### src/rtl/gshare_pkg.sv
package gshare_pkg;

    // table geometry
    localparam int INDEX_W  = 10;            // index bits, also the history length
    localparam int NUM_SETS = 2 ** INDEX_W;  // one counter per index

    // branch address
    localparam int PC_W   = 32;
    localparam int PC_LSB = 2;               // first address bit in the hash, skips byte offset

    typedef logic [PC_W-1:0]    pc_t;
    typedef logic [INDEX_W-1:0] pht_index_t;
    typedef logic [INDEX_W-1:0] ghr_t;       // newest outcome sits in bit 0
    typedef logic [1:0]         counter_t;   // two-bit saturating counter

    // counter encoding: 0 strongly not taken .. 3 strongly taken
    localparam counter_t CTR_RESET = 2'd0;   // strongly not taken
    localparam counter_t CTR_MAX   = 2'd3;   // saturation ceiling

    // gshare hash, used on both the lookup and the resolve side
    function automatic pht_index_t pht_hash(
        input pc_t  pc,
        input ghr_t ghr
    );
        pht_index_t pc_bits;
        pc_bits = pc[PC_LSB +: INDEX_W];
        return pc_bits ^ ghr;
    endfunction

    // history update: oldest bit drops out, outcome enters at bit 0
    function automatic ghr_t ghr_shift(
        input ghr_t ghr,
        input logic taken
    );
        return {ghr[INDEX_W-2:0], taken};
    endfunction

endpackage

### src/rtl/gshare_resolve.sv
`timescale 1ns/1ps

module gshare_resolve (
    input  logic                   clk,                // assertion sampling only
    input  logic                   resolve,            // execute resolves a branch
    input  gshare_pkg::pc_t        resolve_pc,
    input  gshare_pkg::ghr_t       resolve_ghr,        // snapshot taken at lookup
    input  logic                   resolve_taken,      // real outcome
    input  logic                   resolve_predicted,  // direction given at lookup
    output logic                   load,
    output gshare_pkg::pht_index_t windex,
    output logic                   wtaken,
    output logic                   repair,
    output gshare_pkg::ghr_t       repair_ghr,
    output logic                   mispredict
);
    import gshare_pkg::*;

    logic wrong;   // outcome differs from what decode was told

    assign wrong = resolve_taken != resolve_predicted;

    // training write uses the lookup hash so it hits the same entry
    assign load   = resolve;
    assign windex = pht_hash(resolve_pc, resolve_ghr);
    assign wtaken = resolve_taken;

    assign mispredict = resolve && wrong;

    // history repair
    // the snapshot is the history before this branch, so the correct
    // history is the snapshot with the real outcome shifted in
    assign repair     = mispredict;
    assign repair_ghr = ghr_shift(resolve_ghr, resolve_taken);

    a_repair_load: assert property (
        @(posedge clk) repair |-> load
    ) else $error("history repair without table write");

endmodule

### config.mk
export PLATFORM = sky130hd
export DESIGN_NAME = gshare_resolve
export DESIGN_NICKNAME = d
export VERILOG_FILES = /design/src/rtl/gshare_pkg.sv /design/src/rtl/gshare_resolve.sv
export SDC_FILE = /design/constraint.sdc
export NUM_CORES = 1
export LEC_CHECK = 0
export BUFFER_PORTS_ARGS = -buffer_cell sky130_fd_sc_hd__buf_2
export CORE_AREA = 2 2 39 41
export DETAILED_ROUTE_END_ITERATION = 12
export DIE_AREA = 0 0 41 43
export PLACE_DENSITY_LB_ADDON = 0.12
export SLEW_MARGIN = 20
export SYNTH_ARGS = -nofsm -noshare
export SYNTH_HDL_FRONTEND = slang
export SYNTH_SLANG_ARGS = --single-unit
### constraint.sdc
create_clock -name vclk -period 0.8
set_clock_uncertainty 0.15 [all_clocks]
set_input_delay 0 -clock vclk [all_inputs]
set_output_delay 0 -clock vclk [all_outputs]
set_load 0.02 [all_outputs]
==> impl_results.md <==
- Status: complete, no violations
- Crit path buf inv count: 2
- Most used cell, CP: buf_2
- Fin crit period: 707.0 ps
- Post-DRT Antenna Nets: 0
- Register Area: 0 um^2
- Critical Path End Type: primary output
- Final setup violating endpoints: 0
- Vias per inst: 3.480
- Post-Synth Simple-Gate Area: 0.03125
- Worst-Margin Slew: 107.2 ps
- Synth top area cells: buf_4 (49%), xor2_1 (48%), and2_1 (3.1%)
- Max Fanout on Critical Path: 2
- Final Hold Vio Count: 0
- Post-CTS Hold Fix Bufs: 0
- Worst hold slack: 86.14 ps
- Max Clk Rate: 1.414 GHz
- CP Launch Point: resolve_predicted
- Post-Synth Adder-Cell Area: 0
- Routed WL: roughly 490 um
- HPWL Detailed: around 480 um
- Sequential area share after synthesis: 0
- FFs & Latches: 0
- CP peak stage delay: 160 ps
- GR Util All Layers: 0.04396
- CP Class: primary input to primary output
- Pins Over Slew Limit: 0
- Number of max-cap violations: 0
- Setup bufs post-CTS: 0
- Drt first pass iters: 1
- Post-synth top area cell: buf_4
- Critical path arrival: 560 ps
- Routed length per instance: 6.480 um
- DR iter-0 viols: 0
- Vias: 261
- RSZ-0062 raised after global routing: no
- Mux cell area share after synthesis: 0
- Vias in the first global route: ~180
- Crit path to: mispredict
- Synth Area in Compound Gates: 0
- Synth Warn #: 0
- GR Overflow Total: 0
- Rows: 14
- Pwr Total: just over 300 uW
- Critical path depth: 4
- CP Cell Sequence: buf_2 -> xor2_1 -> and2_1 -> buf_2
- Worst setup margin: 92.99 ps
- Global-route wire length before repair: 600 um
- Remaining DRCs: 0
- Fin Setup TNS: 0 ps
- Setup crit start kind: primary input
- Combinational family with the most area after synthesis: buffers and inverters
- VDD IR max: 0.2572 mV
- Total core area: 0.001384 mm^2
- Leak: 0.2363 nW
- Initial antenna violation count: 0
- Synth Net Count: 71
- Slowest-stage cell, CP: and2_1
- Die Span X: 41 um
- Die height: ~43 um
- Pre-CTS setup slack: between 80 and 90 ps
- Layout cells sized above 1: 0.7966
- Placer congestion estimate: 0.5386
- I/O pin cnt: 70
- Post-Syn Area per Cell: 8.008 um^2
- PortBufs: 47
- Fin crit share: 0.8838
- Count leader, synth: buf_4
- Number of diodes: 0
- Final net count: 107
- Gate Count Post-Synth: 25
- Slew margin rel.: 0.9283
- Synth unique cells: 3
- Die Area: ~0.0018 mm^2
- PwrDens: 870.7 mW/mm^2
- Clock Buffer Count: 0
- Placed Instances: 75
- Area Overhead vs Synth: 78.75%
- Post-CTS Resized: 0
- CP top delay family: buffers and inverters
- Final instance count without filler cells: 75
- Syn Std Cell Area: 200.2 um^2
- FILL cells: 160
- Worst min path class: primary input to primary output
- Yosys top cell area share: 0.4875
- Worst Path Required: 650 ps
- Post-synth top cells: buf_4 (13), xor2_1 (11), and2_1 (1)
- Synth Area in XOR/XNOR: 0.4812
- Largest net degree at the start of global routing: 4
- Starting Density: 0.1447
[cell families (layout without fill, tap and decap cells)]
kind of cell / after synthesis / in the layout
buf+inv: 13 / 47
simple gates: 1 / 1
xor+xnor: 11 / 11
[worst min-delay path by stage]
stage,start,endpoint,slack (ps),cells past startpoint
floorplan,resolve,load,-40,1
global placement,resolve,load,80,2
detailed placement,resolve,load,90,2
CTS,resolve,load,90,2
global route,resolve,load,100,2
finish,resolve,load,90,2
[power by group]
part           internal, mW  switching [mW]
clock                     0               0
combinational         0.124           0.187
sequential                0               0
total                 0.124           0.187
[metrics by stage]
step / utilization / area (um^2)
floorplan: - / 200.2
finish: 0.2586 / 357.8
detailed placement: 0.2586 / 357.8
CTS: 0.2586 / 357.8
global placement: 0.2586 / 357.8
global route: 0.2586 / 357.8
[final cells by class]
cell class / count / area (um^2) / share of cell area
repair buffers: 47 / 235.2 / 0.6573
multi-input cells: 12 / 102.6 / 0.2867
well taps: 16 / 20.02 / 0.05594
[placed cells by master, fill, tap and decap left out, drive strengths merged]
master and count:
and2 1, buf 47, xor2 11
[layer usage]
metal,share of wire,vias to the layer above,track usage
met5,0,-,0
met4,0,0,0
li1,-,130,-
met2,0.55,21,0.09688
met3,0.18,0,0
met1,0.27,110,0.04114
Power figures use the tool's default switching activity.
