$ cat src/rtl/gshare_pkg.sv
package gshare_pkg;

    // table geometry
    localparam int INDEX_W  = 10;            // index bits, also the history length
    localparam int NUM_SETS = 2 ** INDEX_W;  // one counter per index

    // branch address
    localparam int PC_W   = 32;
    localparam int PC_LSB = 2;               // first address bit in the hash, skips byte offset

    typedef logic [PC_W-1:0]    pc_t;
    typedef logic [INDEX_W-1:0] pht_index_t;
    typedef logic [INDEX_W-1:0] ghr_t;       // newest outcome sits in bit 0
    typedef logic [1:0]         counter_t;   // two-bit saturating counter

    // counter encoding: 0 strongly not taken .. 3 strongly taken
    localparam counter_t CTR_RESET = 2'd0;   // strongly not taken
    localparam counter_t CTR_MAX   = 2'd3;   // saturation ceiling

    // gshare hash, used on both the lookup and the resolve side
    function automatic pht_index_t pht_hash(
        input pc_t  pc,
        input ghr_t ghr
    );
        pht_index_t pc_bits;
        pc_bits = pc[PC_LSB +: INDEX_W];
        return pc_bits ^ ghr;
    endfunction

    // history update: oldest bit drops out, outcome enters at bit 0
    function automatic ghr_t ghr_shift(
        input ghr_t ghr,
        input logic taken
    );
        return {ghr[INDEX_W-2:0], taken};
    endfunction

endpackage

$ cat src/rtl/gshare_lookup.sv
`timescale 1ns/1ps

module gshare_lookup (
    input  logic                   clk,
    input  logic                   rst_n,
    input  logic                   lookup,         // decode asks for a prediction
    input  gshare_pkg::pc_t        lookup_pc,
    input  logic                   prediction,     // direction from the counter table
    input  logic                   repair,         // history repair after a mispredict
    input  gshare_pkg::ghr_t       repair_ghr,
    output logic                   read,
    output gshare_pkg::pht_index_t rindex,
    output logic                   predict_taken,
    output gshare_pkg::ghr_t       predict_ghr     // snapshot carried down the pipe
);
    import gshare_pkg::*;

    ghr_t ghr_q;   // global history, speculative
    ghr_t ghr_d;

    // table read port
    assign read   = lookup;
    assign rindex = pht_hash(lookup_pc, ghr_q);

    // the table already returns 0 when read is low
    assign predict_taken = prediction;
    assign predict_ghr   = ghr_q;                  // history used for this lookup

    // next history
    // a repair restores the history from the resolved branch and drops
    // whatever the lookup in the same cycle would have shifted in
    always_comb begin
        ghr_d = ghr_q;
        if (repair) begin
            ghr_d = repair_ghr;                    // already shifted by the resolve side
        end else if (lookup) begin
            ghr_d = ghr_shift(ghr_q, prediction);  // speculative shift
        end
    end

    always_ff @(posedge clk or negedge rst_n) begin
        if (!rst_n) begin
            ghr_q <= '0;
        end else begin
            ghr_q <= ghr_d;
        end
    end

    // whole read path stays quiet without a lookup
    a_idle_not_taken: assert property (
        @(posedge clk) disable iff (!rst_n)
        !lookup |-> !predict_taken
    ) else $error("predict_taken high without lookup");

endmodule

$ cat config.mk
export PLATFORM = sky130hd
export DESIGN_NAME = gshare_lookup
export DESIGN_NICKNAME = d
export VERILOG_FILES = /design/src/rtl/gshare_pkg.sv /design/src/rtl/gshare_lookup.sv
export SDC_FILE = /design/constraint.sdc
export NUM_CORES = 1
export LEC_CHECK = 0
export ABC_AREA = 1
export BUFFER_PORTS_ARGS = -buffer_cell sky130_fd_sc_hd__buf_2
export CAP_MARGIN = 20
export CORE_UTILIZATION = 30
export CTS_CLUSTER_SIZE = 14
export DETAILED_ROUTE_END_ITERATION = 6
export PLACE_DENSITY_LB_ADDON = 0.15
export SLEW_MARGIN = 20
export SYNTH_ARGS = -nofsm -noshare
export SYNTH_HDL_FRONTEND = slang
export SYNTH_SLANG_ARGS = --single-unit
$ cat constraint.sdc
create_clock -name clk -period 1 [get_ports clk]
set_clock_uncertainty 0.1 [all_clocks]
set_input_delay 0.3 -clock clk [delete_from_list [all_inputs] [get_ports clk]]
set_output_delay 0.3 -clock clk [all_outputs]
set_load 0.05 [all_outputs]
==> results of run 1 <==
==> final cells by class <==
cell class                 instances  area, um2
clock buffer                       3      22.52
fill                             133      391.6
tap                               25      31.28
inverter                           2      7.507
sequential                        10      262.8
timing repair buffer              66      546.8
multi-input combinational         53      501.7
==> repair_timing <==
action / 4_1_cts / 5_1_grt
pin swaps: 0 / 4
hold endpoints to repair: 10 / 0
endpoints found under the setup margin: 22 / 25
hold buffers: 1 / 0
resized for setup: 38 / 21
setup buffers: 2 / 4
==> power breakdown <==
part / total (uW) / switching [uW] / internal, uW
Combinational: 1060 / 608 / 451
Clock: 278 / 140 / 139
Sequential: 536 / 82.3 / 454
Total: 1870 / 830 / 1040
==> metal layers <==
metal	vias up	routed length (um)
met1	342	714
met5	-	0
met2	29	967
met4	0	0
li1	345	-
met3	0	113
==> metrics by stage <==
| step | area, um2 | instances | util (%) | TNS (ps) | power [uW] |
|---|---|---|---|---|---|
| floorplan | 779.5 | 69 | - | -3262 | 1108 |
| global placement | 1116 | 151 | 63.26 | -4150 | 1361 |
| detailed placement | 1116 | 151 | 63.26 | -4336 | 1375 |
| CTS | 1280 | 157 | 72.55 | -7433 | 1803 |
| global route | 1373 | 159 | 77.80 | -8412 | 1967 |
| finish | 1373 | 159 | 77.80 | -7514 | 1873 |
==> cells in the final DEF (no fill, tap or decap) <==
master / count
nand2_1: 20
nor2_4: 1
buf_4: 15
xor2_4: 10
nand3_2: 5
dfrtp_2: 10
dlygate4sd3_1: 1
buf_6: 23
inv_2: 1
clkbuf_4: 3
inv_1: 1
buf_8: 3
nand3_1: 13
nand2_2: 4
buf_2: 24
==> worst reg2reg max path: stages (launching register included) <==
cell	delay [ps]
dfrtp_2	450
buf_6	130
buf_6	110
nand2_2	60
nand3_2	70
==> cells by family (layout without fill, tap and decap cells) <==
| logic type | Yosys count | in the layout |
|---|---|---|
| simple gates | 43 | 43 |
| xor+xnor | 10 | 10 |
| flops | 10 | 10 |
| buf+inv | 6 | 71 |
==> worst paths after layout <==
path / startpoint / end / slack [ps]
max: predict_ghr[4] / rindex[4] / -450
min: repair_ghr[0] / predict_ghr[0] / 150
max reg2reg: predict_ghr[3] / predict_ghr[3] / -20
min reg2reg: predict_ghr[9] / predict_ghr[9] / 490
max in group asynchronous: rst_n / predict_ghr[4] / 240
min in group asynchronous: rst_n / predict_ghr[3] / 330
==> flow_metrics.env, run 1 <==
export IMPL_synthCells=69
export IMPL_critPathMaxFanout=3
export IMPL_core_rowCount=15
export IMPL_portBuffers=46
export IMPL_critical_path_depth=2
export IMPL_rsz0062_at_grt="true"
export IMPL_dp_hpwl_um=1217
export IMPL_start_util_pct=32.84
export IMPL_ys_warn_count=0
export IMPL_synthFlopType="dfrtp_1"
export IMPL_boundaryPins=69
export IMPL_cts_root_buffer="clkbuf_4"
export IMPL_place_congestion=0.6884
export IMPL_final_nets=183
export IMPL_finalHoldViolations=0
export IMPL_slew_violations=0
export IMPL_critPathTopFamily="flip-flops"
export IMPL_ir_drop_v=0.001009
export IMPL_outcome="finished with violations"
export IMPL_cts_tree="done"
export IMPL_synth_area_leaders="dfrtp_1 (43%), nand3_1 (16%), xor2_1 (15%), nand2_1 (14%), buf_6 (3.9%)"
export IMPL_synth_compound_gate_area_share_pct=0
export IMPL_grt_max_degree=11
export IMPL_die_area_um2=2111
export IMPL_critPathKind="flop to primary output"
export IMPL_r2r_cells=4
export IMPL_postSynthAreaPerCell_um2=8.396
export IMPL_cp_start_kind="flop"
export IMPL_area_growth_pct=136.9
export IMPL_yosys_area_share_simple_pct=33.91
export IMPL_gr_usage_met2_pct=28.73
export IMPL_synth_area_um2=579.3
export IMPL_grt_pass1_wl_um=2546
export IMPL_fin_crit_ps=1446
export IMPL_power_density_nw_per_um2=1365
export IMPL_cts_sinks=10
export IMPL_antenna_found_initial=0
export IMPL_synth_common_cells="nand2_1 (22), nand3_1 (18), dfrtp_1 (10), xor2_1 (10)"
export IMPL_globalRouteOverflowTotal=0
export IMPL_dr_first_iter_drc_count=18
export IMPL_wirelength_um=1795
export IMPL_grt_pass1_vias=631
export IMPL_cts_max_level=1
export IMPL_worstPathArrival_ps=1050
export IMPL_synth_xor_area_share_pct=15.12
export IMPL_clock_latency_ps=260
export IMPL_synth_seq_area_share_pct=43.20
export IMPL_critPathSlowestCell="dfrtp_2"
export IMPL_diodes=0
export IMPL_grt_usage_pct=16.84
export IMPL_use_met1_pct=20.74
export IMPL_worst_slack_ps=-446.0
export IMPL_ant_nets=0
export IMPL_post_drt_via_cell_ratio=4.503
export IMPL_drt_pass1_iter_count=4
export IMPL_max_cap_viol_count=0
export IMPL_ys_ff_latch=10
export IMPL_grt_use_met3_pct=3.968
export IMPL_drc=0
export IMPL_synth_edf_count=0
export IMPL_cts_buffer_depth=2
export IMPL_path_clk_slew_ps=70
export IMPL_tightest_slew_ps=285.7
export IMPL_violations="negative setup slack"
export IMPL_period_share_pct=144.6
export IMPL_preCtsSetupSlack_ps=-255.5
export IMPL_top_usage_layer="met2"
export IMPL_core_area_um2=1764
export IMPL_synth_top_cell_by_area="dfrtp_1"
export IMPL_hold_slack_ps=152.7
export IMPL_hold_path_class="input pin to flop"
export IMPL_maxSlewHeadroom_pct=80.91
export IMPL_numCtsBuffers=3
export IMPL_fmax_mhz=691.6
export IMPL_vias=716
export IMPL_synth_most_common_cell="nand2_1"
export IMPL_die_y_um=45.95
export IMPL_min_path_cells=3
export IMPL_synthMuxAreaShare_pct=0
export IMPL_critPathBufInv=1
export IMPL_synthAdderAreaFrac_pct=0
export IMPL_path_cells="xor2_4, buf_6"
export IMPL_synth_top_family_by_area="simple AND/OR/NAND/NOR gates"
export IMPL_setup_violations_final=24
export IMPL_wl_per_cell_um=11.29
export IMPL_critPathRequiredTime_ps=600
export IMPL_p_leak_uw=0.0006530
export IMPL_drive_gt1_share_pct=73.88
export IMPL_syn_nets=116
export IMPL_async_flop_share_pct=100.0
export IMPL_cp_slowest_stage_delay_ps=460
export IMPL_synth_top_cell_area_share_pct=43.20
export IMPL_ys_types=10
export IMPL_die_width_um=45.95
export IMPL_critPathCaptureType="primary output"
export IMPL_largest_register_ffs=10
Note: power is estimated with default switching activity, not from simulation.
==> inputs of run 2 (changes only) <==
==> constraint.sdc (replaced) <==
create_clock -name clk -period 1 [get_ports clk]
set_clock_uncertainty 0.1 [all_clocks]
set_input_delay 0.1 -clock clk [delete_from_list [all_inputs] [get_ports clk]]
set_output_delay 0.1 -clock clk [all_outputs]
set_load 0.05 [all_outputs]
==> run 2 against run 1 <==
Net effect:
- the run still ends with negative setup slack left
- sequential cell count did not move
- count of clock-buffer cells in the layout rose by 1
- via count rose by 1.3%
- critical path type unchanged
- highest routed layer is now met4
==> flow_metrics.env, run 2 (synthesis gave the netlist of run 1 again) <==
export IMPL_worst_slack_ps=-246.0
export IMPL_globalRouteOverflowTotal=0
export IMPL_wl_per_cell_um=11.61
export IMPL_path_clk_slew_ps=70
export IMPL_max_cap_viol_count=0
export IMPL_critPathMaxFanout=3
export IMPL_boundaryPins=69
export IMPL_violations="negative setup slack"
export IMPL_area_growth_pct=139.7
export IMPL_fill_cells=133
export IMPL_switchingPower_uw=829.7
export IMPL_critPathRequiredTime_ps=800
export IMPL_cp_start_kind="flop"
export IMPL_portBuffers=46
export IMPL_die_width_um=45.95
export IMPL_drc=0
export IMPL_rsz0062_at_grt="true"
export IMPL_drive_gt1_share_pct=63.04
export IMPL_switching_share_pct=42.90
export IMPL_place_congestion=0.6638
export IMPL_min_from="repair"
export IMPL_final_common_cell="buf_2"
export IMPL_grt_pass1_vias=672
export IMPL_final_nets=186
export IMPL_whs_endpoint="predict_ghr[0]"
export IMPL_grt_usage_pct=17.83
export IMPL_slew_violations=0
export IMPL_core_rowCount=15
export IMPL_wl_met3_um=96
export IMPL_regToRegEndpoint="predict_ghr[6]"
export IMPL_p_int_uw=1104
export IMPL_dr_first_iter_drc_count=11
export IMPL_hold_slack_ps=89.60
export IMPL_final_cell_mix="buf_2 (26), nand2_1 (22), buf_6 (21), nand3_1 (16), dlygate4sd3_1 (12)"
export IMPL_drt_pass1_iter_count=4
export IMPL_tightest_slew_ps=262.4
export IMPL_antenna_found_initial=0
export IMPL_critPathKind="flop to primary output"
export IMPL_core_area_um2=1764
export IMPL_finalSetupTns_ps=-3353
export IMPL_clock_latency_ps=260
export IMPL_cts_root_buffer="clkbuf_4"
export IMPL_cts_max_level=1
export IMPL_met2_wirelength_um=1059
export IMPL_wirelength_um=1893
export IMPL_top_layer="met4"
export IMPL_critPathCaptureType="primary output"
export IMPL_dp_hpwl_um=1168
export IMPL_post_drt_via_cell_ratio=4.448
export IMPL_p_clk_share_pct=19.2
export IMPL_grt_pass1_wl_um=2697
export IMPL_min_path_cells=3
export IMPL_ant_nets=0
export IMPL_cts_sinks=10
export IMPL_die_area_um2=2111
export IMPL_ir_drop_v=0.0008492
export IMPL_cts_buffer_depth=2
export IMPL_worstPathArrival_ps=1050
export IMPL_setup_violations_final=20
export IMPL_grt_max_degree=13
export IMPL_wl_met1_um=730
export IMPL_finalHoldViolations=0
export IMPL_die_y_um=45.95
export IMPL_r2r_cells=3
export IMPL_hold_path_class="input pin to flop"
export IMPL_r2r_slack_ps=0
export IMPL_vias=725
export IMPL_seqPwrFrac_pct=27.8
export IMPL_largest_register_ffs=10
export IMPL_reg2reg_from="predict_ghr[5]"
export IMPL_fin_crit_ps=1246
export IMPL_diodes=0
export IMPL_period_share_pct=124.6
export IMPL_outcome="finished with violations"
export IMPL_cts_tree="done"
export IMPL_fmax_mhz=802.6
export IMPL_maxSlewHeadroom_pct=82.51
export IMPL_power_density_nw_per_um2=1392
export IMPL_p_leak_uw=0.0006475
export IMPL_numCtsBuffers=3
export IMPL_pwr_share_comb_pct=52.9
export IMPL_start_util_pct=32.84
==> run 2: worst max-delay path, stage by stage (launching register included) <==
cell	delay (ps)
dfrtp_2	460
xor2_4	150
buf_6	170
==> run 2: final cells by class <==
cell class / instances / area (um2) / area share [%]
well taps: 25 / 31.28 / 2.252
flip-flops and latches: 10 / 262.8 / 18.92
repair buffers: 69 / 569.3 / 40.99
multi-input cells: 53 / 481.7 / 34.68
clock buffers: 4 / 36.28 / 2.613
inverters: 2 / 7.507 / 0.5405
==> run 2: worst max path at each step <==
stage	depth (start not counted)	from	endpoint
after global placement	2	predict_ghr[5]	rindex[5]
after floorplan	1	predict_ghr[4]	rindex[4]
after detailed placement	2	predict_ghr[9]	rindex[9]
after global routing	2	predict_ghr[4]	rindex[4]
final	2	predict_ghr[4]	rindex[4]
after CTS	2	predict_ghr[5]	rindex[5]
==> run 2: stage by stage <==
stage / cell area, um2 / util, % / total power [uW] / setup WS, ps / std cells
after floorplan: 779.5 / - / 1108 / -133.4 / 69
after global placement: 1079 / 61.13 / 1347 / -14.67 / 146
after detailed placement: 1079 / 61.13 / 1359 / -18.19 / 146
after CTS: 1335 / 75.67 / 1899 / -240.0 / 163
after global routing: 1389 / 78.72 / 2016 / -284.4 / 163
final: 1389 / 78.72 / 1934 / -246.0 / 163
==> run 2: routing by layer <==
layer	GRT usage, %	vias up
met4	7.059	0
met5	0	-
met3	2.381	2
met1	21.98	342
met2	30.99	29
li1	-	352
==> run 2: power groups by stage <==
stage	Sequential [uW]	Clock (uW)	Combinational, uW
3_3_place_gp	533	0	813
3_5_place_dp	535	0	824
5_1_grt	543	400	1070
4_1_cts	531	384	984
2_1_floorplan	688	0	420
6_report	538	372	1020
==> run 2: repair_timing <==
| action | CTS | global route |
|---|---|---|
| setup buffers | 1 | 1 |
| endpoints found under the setup margin | 20 | 24 |
| endpoints found under the hold margin | 20 | 0 |
| gates resized for setup | 31 | 15 |
| cloned | 0 | 0 |
| hold buffers | 12 | 0 |
| pin swaps | 0 | 1 |
==> inputs of run 3 (changes only) <==
--- a/config.mk
+++ b/config.mk
@@ -5,7 +5,7 @@
 export SDC_FILE = /design/constraint.sdc
 export NUM_CORES = 1
 export LEC_CHECK = 0
-export ABC_AREA = 1
+export ABC_AREA = 0
 export BUFFER_PORTS_ARGS = -buffer_cell sky130_fd_sc_hd__buf_2
 export CAP_MARGIN = 20
 export CORE_UTILIZATION = 30
==> run 3 against run 2 <==
Net effect:
- the run still ends with negative setup slack left
- first-iteration DRC count fell by 91%
- routed wire length is 4.8% lower
- sequential cell count is the same
- setup slack worse by 11 ps
- cell area up 5.0%
- synthesized cell count decreased by 20%
- critical endpoint is now rindex[3]
- highest routed layer is now met3
- largest power group unchanged
- global-route usage increased by 0.87 points
- cell count fell by 6.1%
- combinational power increased by 9.8%
==> flow_metrics.env, run 3 <==
export IMPL_die_area_um2=2063
export IMPL_ys_warn_count=0
export IMPL_synthCells=55
export IMPL_critPathCaptureType="primary output"
export IMPL_design_area_um2=1458
export IMPL_power_uw=2034
export IMPL_area_growth_pct=157.7
export IMPL_grt_pass1_vias=661
export IMPL_synth_top_cell_area_share_pct=44.25
export IMPL_synth_edf_count=0
export IMPL_switching_share_pct=41.72
export IMPL_cts_max_level=1
export IMPL_final_core_util_pct=83.51
export IMPL_critPathSlowestCell="dfrtp_2"
export IMPL_max_cap_viol_count=0
export IMPL_critPathRequiredTime_ps=800
export IMPL_die_y_um=45.42
export IMPL_p_leak_uw=0.0006767
export IMPL_diodes=0
export IMPL_dr_first_iter_drc_count=1
export IMPL_synth_area_um2=565.5
export IMPL_use_met1_pct=20.96
export IMPL_synth_seq_area_share_pct=44.25
export IMPL_fill_cells=105
export IMPL_gr_usage_met2_pct=34.86
export IMPL_ys_types=9
export IMPL_portBuffers=46
export IMPL_synthFlopType="dfrtp_1"
export IMPL_antenna_found_initial=0
export IMPL_vias=672
export IMPL_drive_gt1_share_pct=68.75
export IMPL_place_congestion=0.6497
export IMPL_critPathMaxFanout=3
export IMPL_syn_nets=102
export IMPL_ant_nets=0
export IMPL_critPathBufInv=1
export IMPL_pwr_share_comb_pct=55.0
export IMPL_tightest_slew_ps=337.8
export IMPL_preCtsSetupSlack_ps=-38.88
export IMPL_cts_sinks=10
export IMPL_wl_per_cell_um=11.78
export IMPL_period_share_pct=125.7
export IMPL_worstPathArrival_ps=1060
export IMPL_grt_use_met3_pct=6.349
export IMPL_path_cells="xor2_4, buf_6"
export IMPL_final_cell_mix="buf_2 (26), buf_6 (26), dlygate4sd3_1 (11)"
export IMPL_fmax_mhz=795.7
export IMPL_final_nets=176
export IMPL_drt_pass1_iter_count=3
export IMPL_worst_slack_ps=-256.7
export IMPL_async_flop_share_pct=100.0
export IMPL_postSynthAreaPerCell_um2=10.28
export IMPL_rsz0062_at_grt="true"
export IMPL_top_usage_layer="met2"
export IMPL_cts_tree="done"
export IMPL_grt_usage_pct=18.70
export IMPL_core_rowCount=15
export IMPL_ir_drop_v=0.0009671
export IMPL_post_drt_via_cell_ratio=4.392
export IMPL_cp_slowest_stage_delay_ps=460
export IMPL_wirelength_um=1802
export IMPL_path_clk_slew_ps=70
export IMPL_p_clk_share_pct=18.5
export IMPL_hold_path_class="input pin to flop"
export IMPL_placed_cell_area_um2=1013
export IMPL_p_int_uw=1186
export IMPL_die_width_um=45.42
export IMPL_globalRouteOverflowTotal=0
export IMPL_grt_max_degree=21
export IMPL_maxSlewHeadroom_pct=77.48
export IMPL_core_area_um2=1745
export IMPL_violations="negative setup slack"
export IMPL_slew_violations=0
export IMPL_setup_violations_final=29
export IMPL_largest_register_ffs=10
export IMPL_synth_area_leaders="dfrtp_1 (44%), mux2i_1 (18%), xor2_1 (15%), o21ai_1 (8.0%), nand2_1 (6.6%)"
export IMPL_drc=0
export IMPL_switchingPower_uw=848.8
export IMPL_fin_crit_ps=1257
export IMPL_dp_hpwl_um=1044
export IMPL_outcome="finished with violations"
export IMPL_power_density_nw_per_um2=1396
export IMPL_critPathTopFamily="flip-flops"
export IMPL_boundaryPins=69
export IMPL_cts_buffer_depth=2
export IMPL_numCtsBuffers=3
export IMPL_finalHoldViolations=0
export IMPL_clock_latency_ps=270
export IMPL_synth_top_cell_by_area="dfrtp_1"
export IMPL_seqPwrFrac_pct=26.5
export IMPL_start_util_pct=32.40
export IMPL_synth_common_cells="dfrtp_1 (10), mux2i_1 (10), nand2_1 (10), xor2_1 (10), o21ai_1 (9)"
export IMPL_ys_ff_latch=10
export IMPL_cp_start_kind="flop"
export IMPL_critPathKind="flop to primary output"
export IMPL_finalSetupTns_ps=-4660
export IMPL_grt_pass1_wl_um=2753
export IMPL_cts_root_buffer="clkbuf_4"
## run 3: cell types whose count changed in the layout (fill, tap and decap cells not counted), sizes merged
cell         previous run  this run
buf                    57        63
dlygate4sd3            12        11
inv                     2         0
mux2i                   0        10
nand2                  24        10
nand3                  18         0
nor2                    1         0
o21ai                   0        10
## run 3: per-stage QoR
step | hold WS, ps | std cells
6_report | 51.03 | 153
5_1_grt | 88.81 | 153
3_5_place_dp | -124.3 | 124
3_3_place_gp | -125.0 | 124
2_1_floorplan | -295.6 | 55
4_1_cts | 22.71 | 146
## run 3: timing repair
action / CTS / global route
resized for setup: 43 / 17
pin swaps: 0 / 2
hold buffers: 11 / 0
buffers inserted: 7 / 9
setup endpoints to repair: 24 / 29
hold endpoints to repair: 20 / 0
## run 3: routing by layer
layer	up-vias	share of wire, %	wire (um)
li1	325	-	-
met2	29	59	1069
met1	318	35	634
met4	0	0	0
met5	-	0	0
met3	0	5.4	98
## run 3: final timing paths
check	slack (ps)	depth (start not counted)	endpoint	from
max reg2reg	-110	4	predict_ghr[2]	predict_ghr[1]
min	50	3	predict_ghr[0]	prediction
max in group asynchronous	470	2	predict_ghr[2]	rst_n
max	-260	2	rindex[3]	predict_ghr[3]
min in group asynchronous	120	2	predict_ghr[8]	rst_n
min reg2reg	580	2	predict_ghr[9]	predict_ghr[9]
## run 3: worst register-to-register path: stages, from the launching register on
cell and delay, ps:
dfrtp_2 440, buf_6 130, buf_6 100, mux2i_1 130, o21ai_1 80
## run 3: kinds of logic (layout without fill, tap and decap cells)
logic type,after synthesis,after routing,synth area share [%]
simple gates,10,10,6.638
xor+xnor,10,10,15.49
buf+inv,5,78,6.415
flops,10,10,44.25
compound gates,10,10,9.513
mux,10,10,17.70
## run 3: power by group through the flow
stage	registers, uW	clock network (uW)	logic [uW]
4_1_cts	540	385	1020
3_3_place_gp	541	0	776
2_1_floorplan	687	0	431
6_report	539	377	1120
3_5_place_dp	543	0	785
5_1_grt	545	414	1170
## run 3: final cells by class
type                            instances  area [um2]  share of cell area (%)
Sequential cell                        10       262.8                   18.03
Clock buffer                            4       36.28                   2.489
Multi-Input combinational cell         40       466.7                   32.02
Tap cell                               25       31.28                   2.146
Timing Repair Buffer                   74       660.6                   45.32
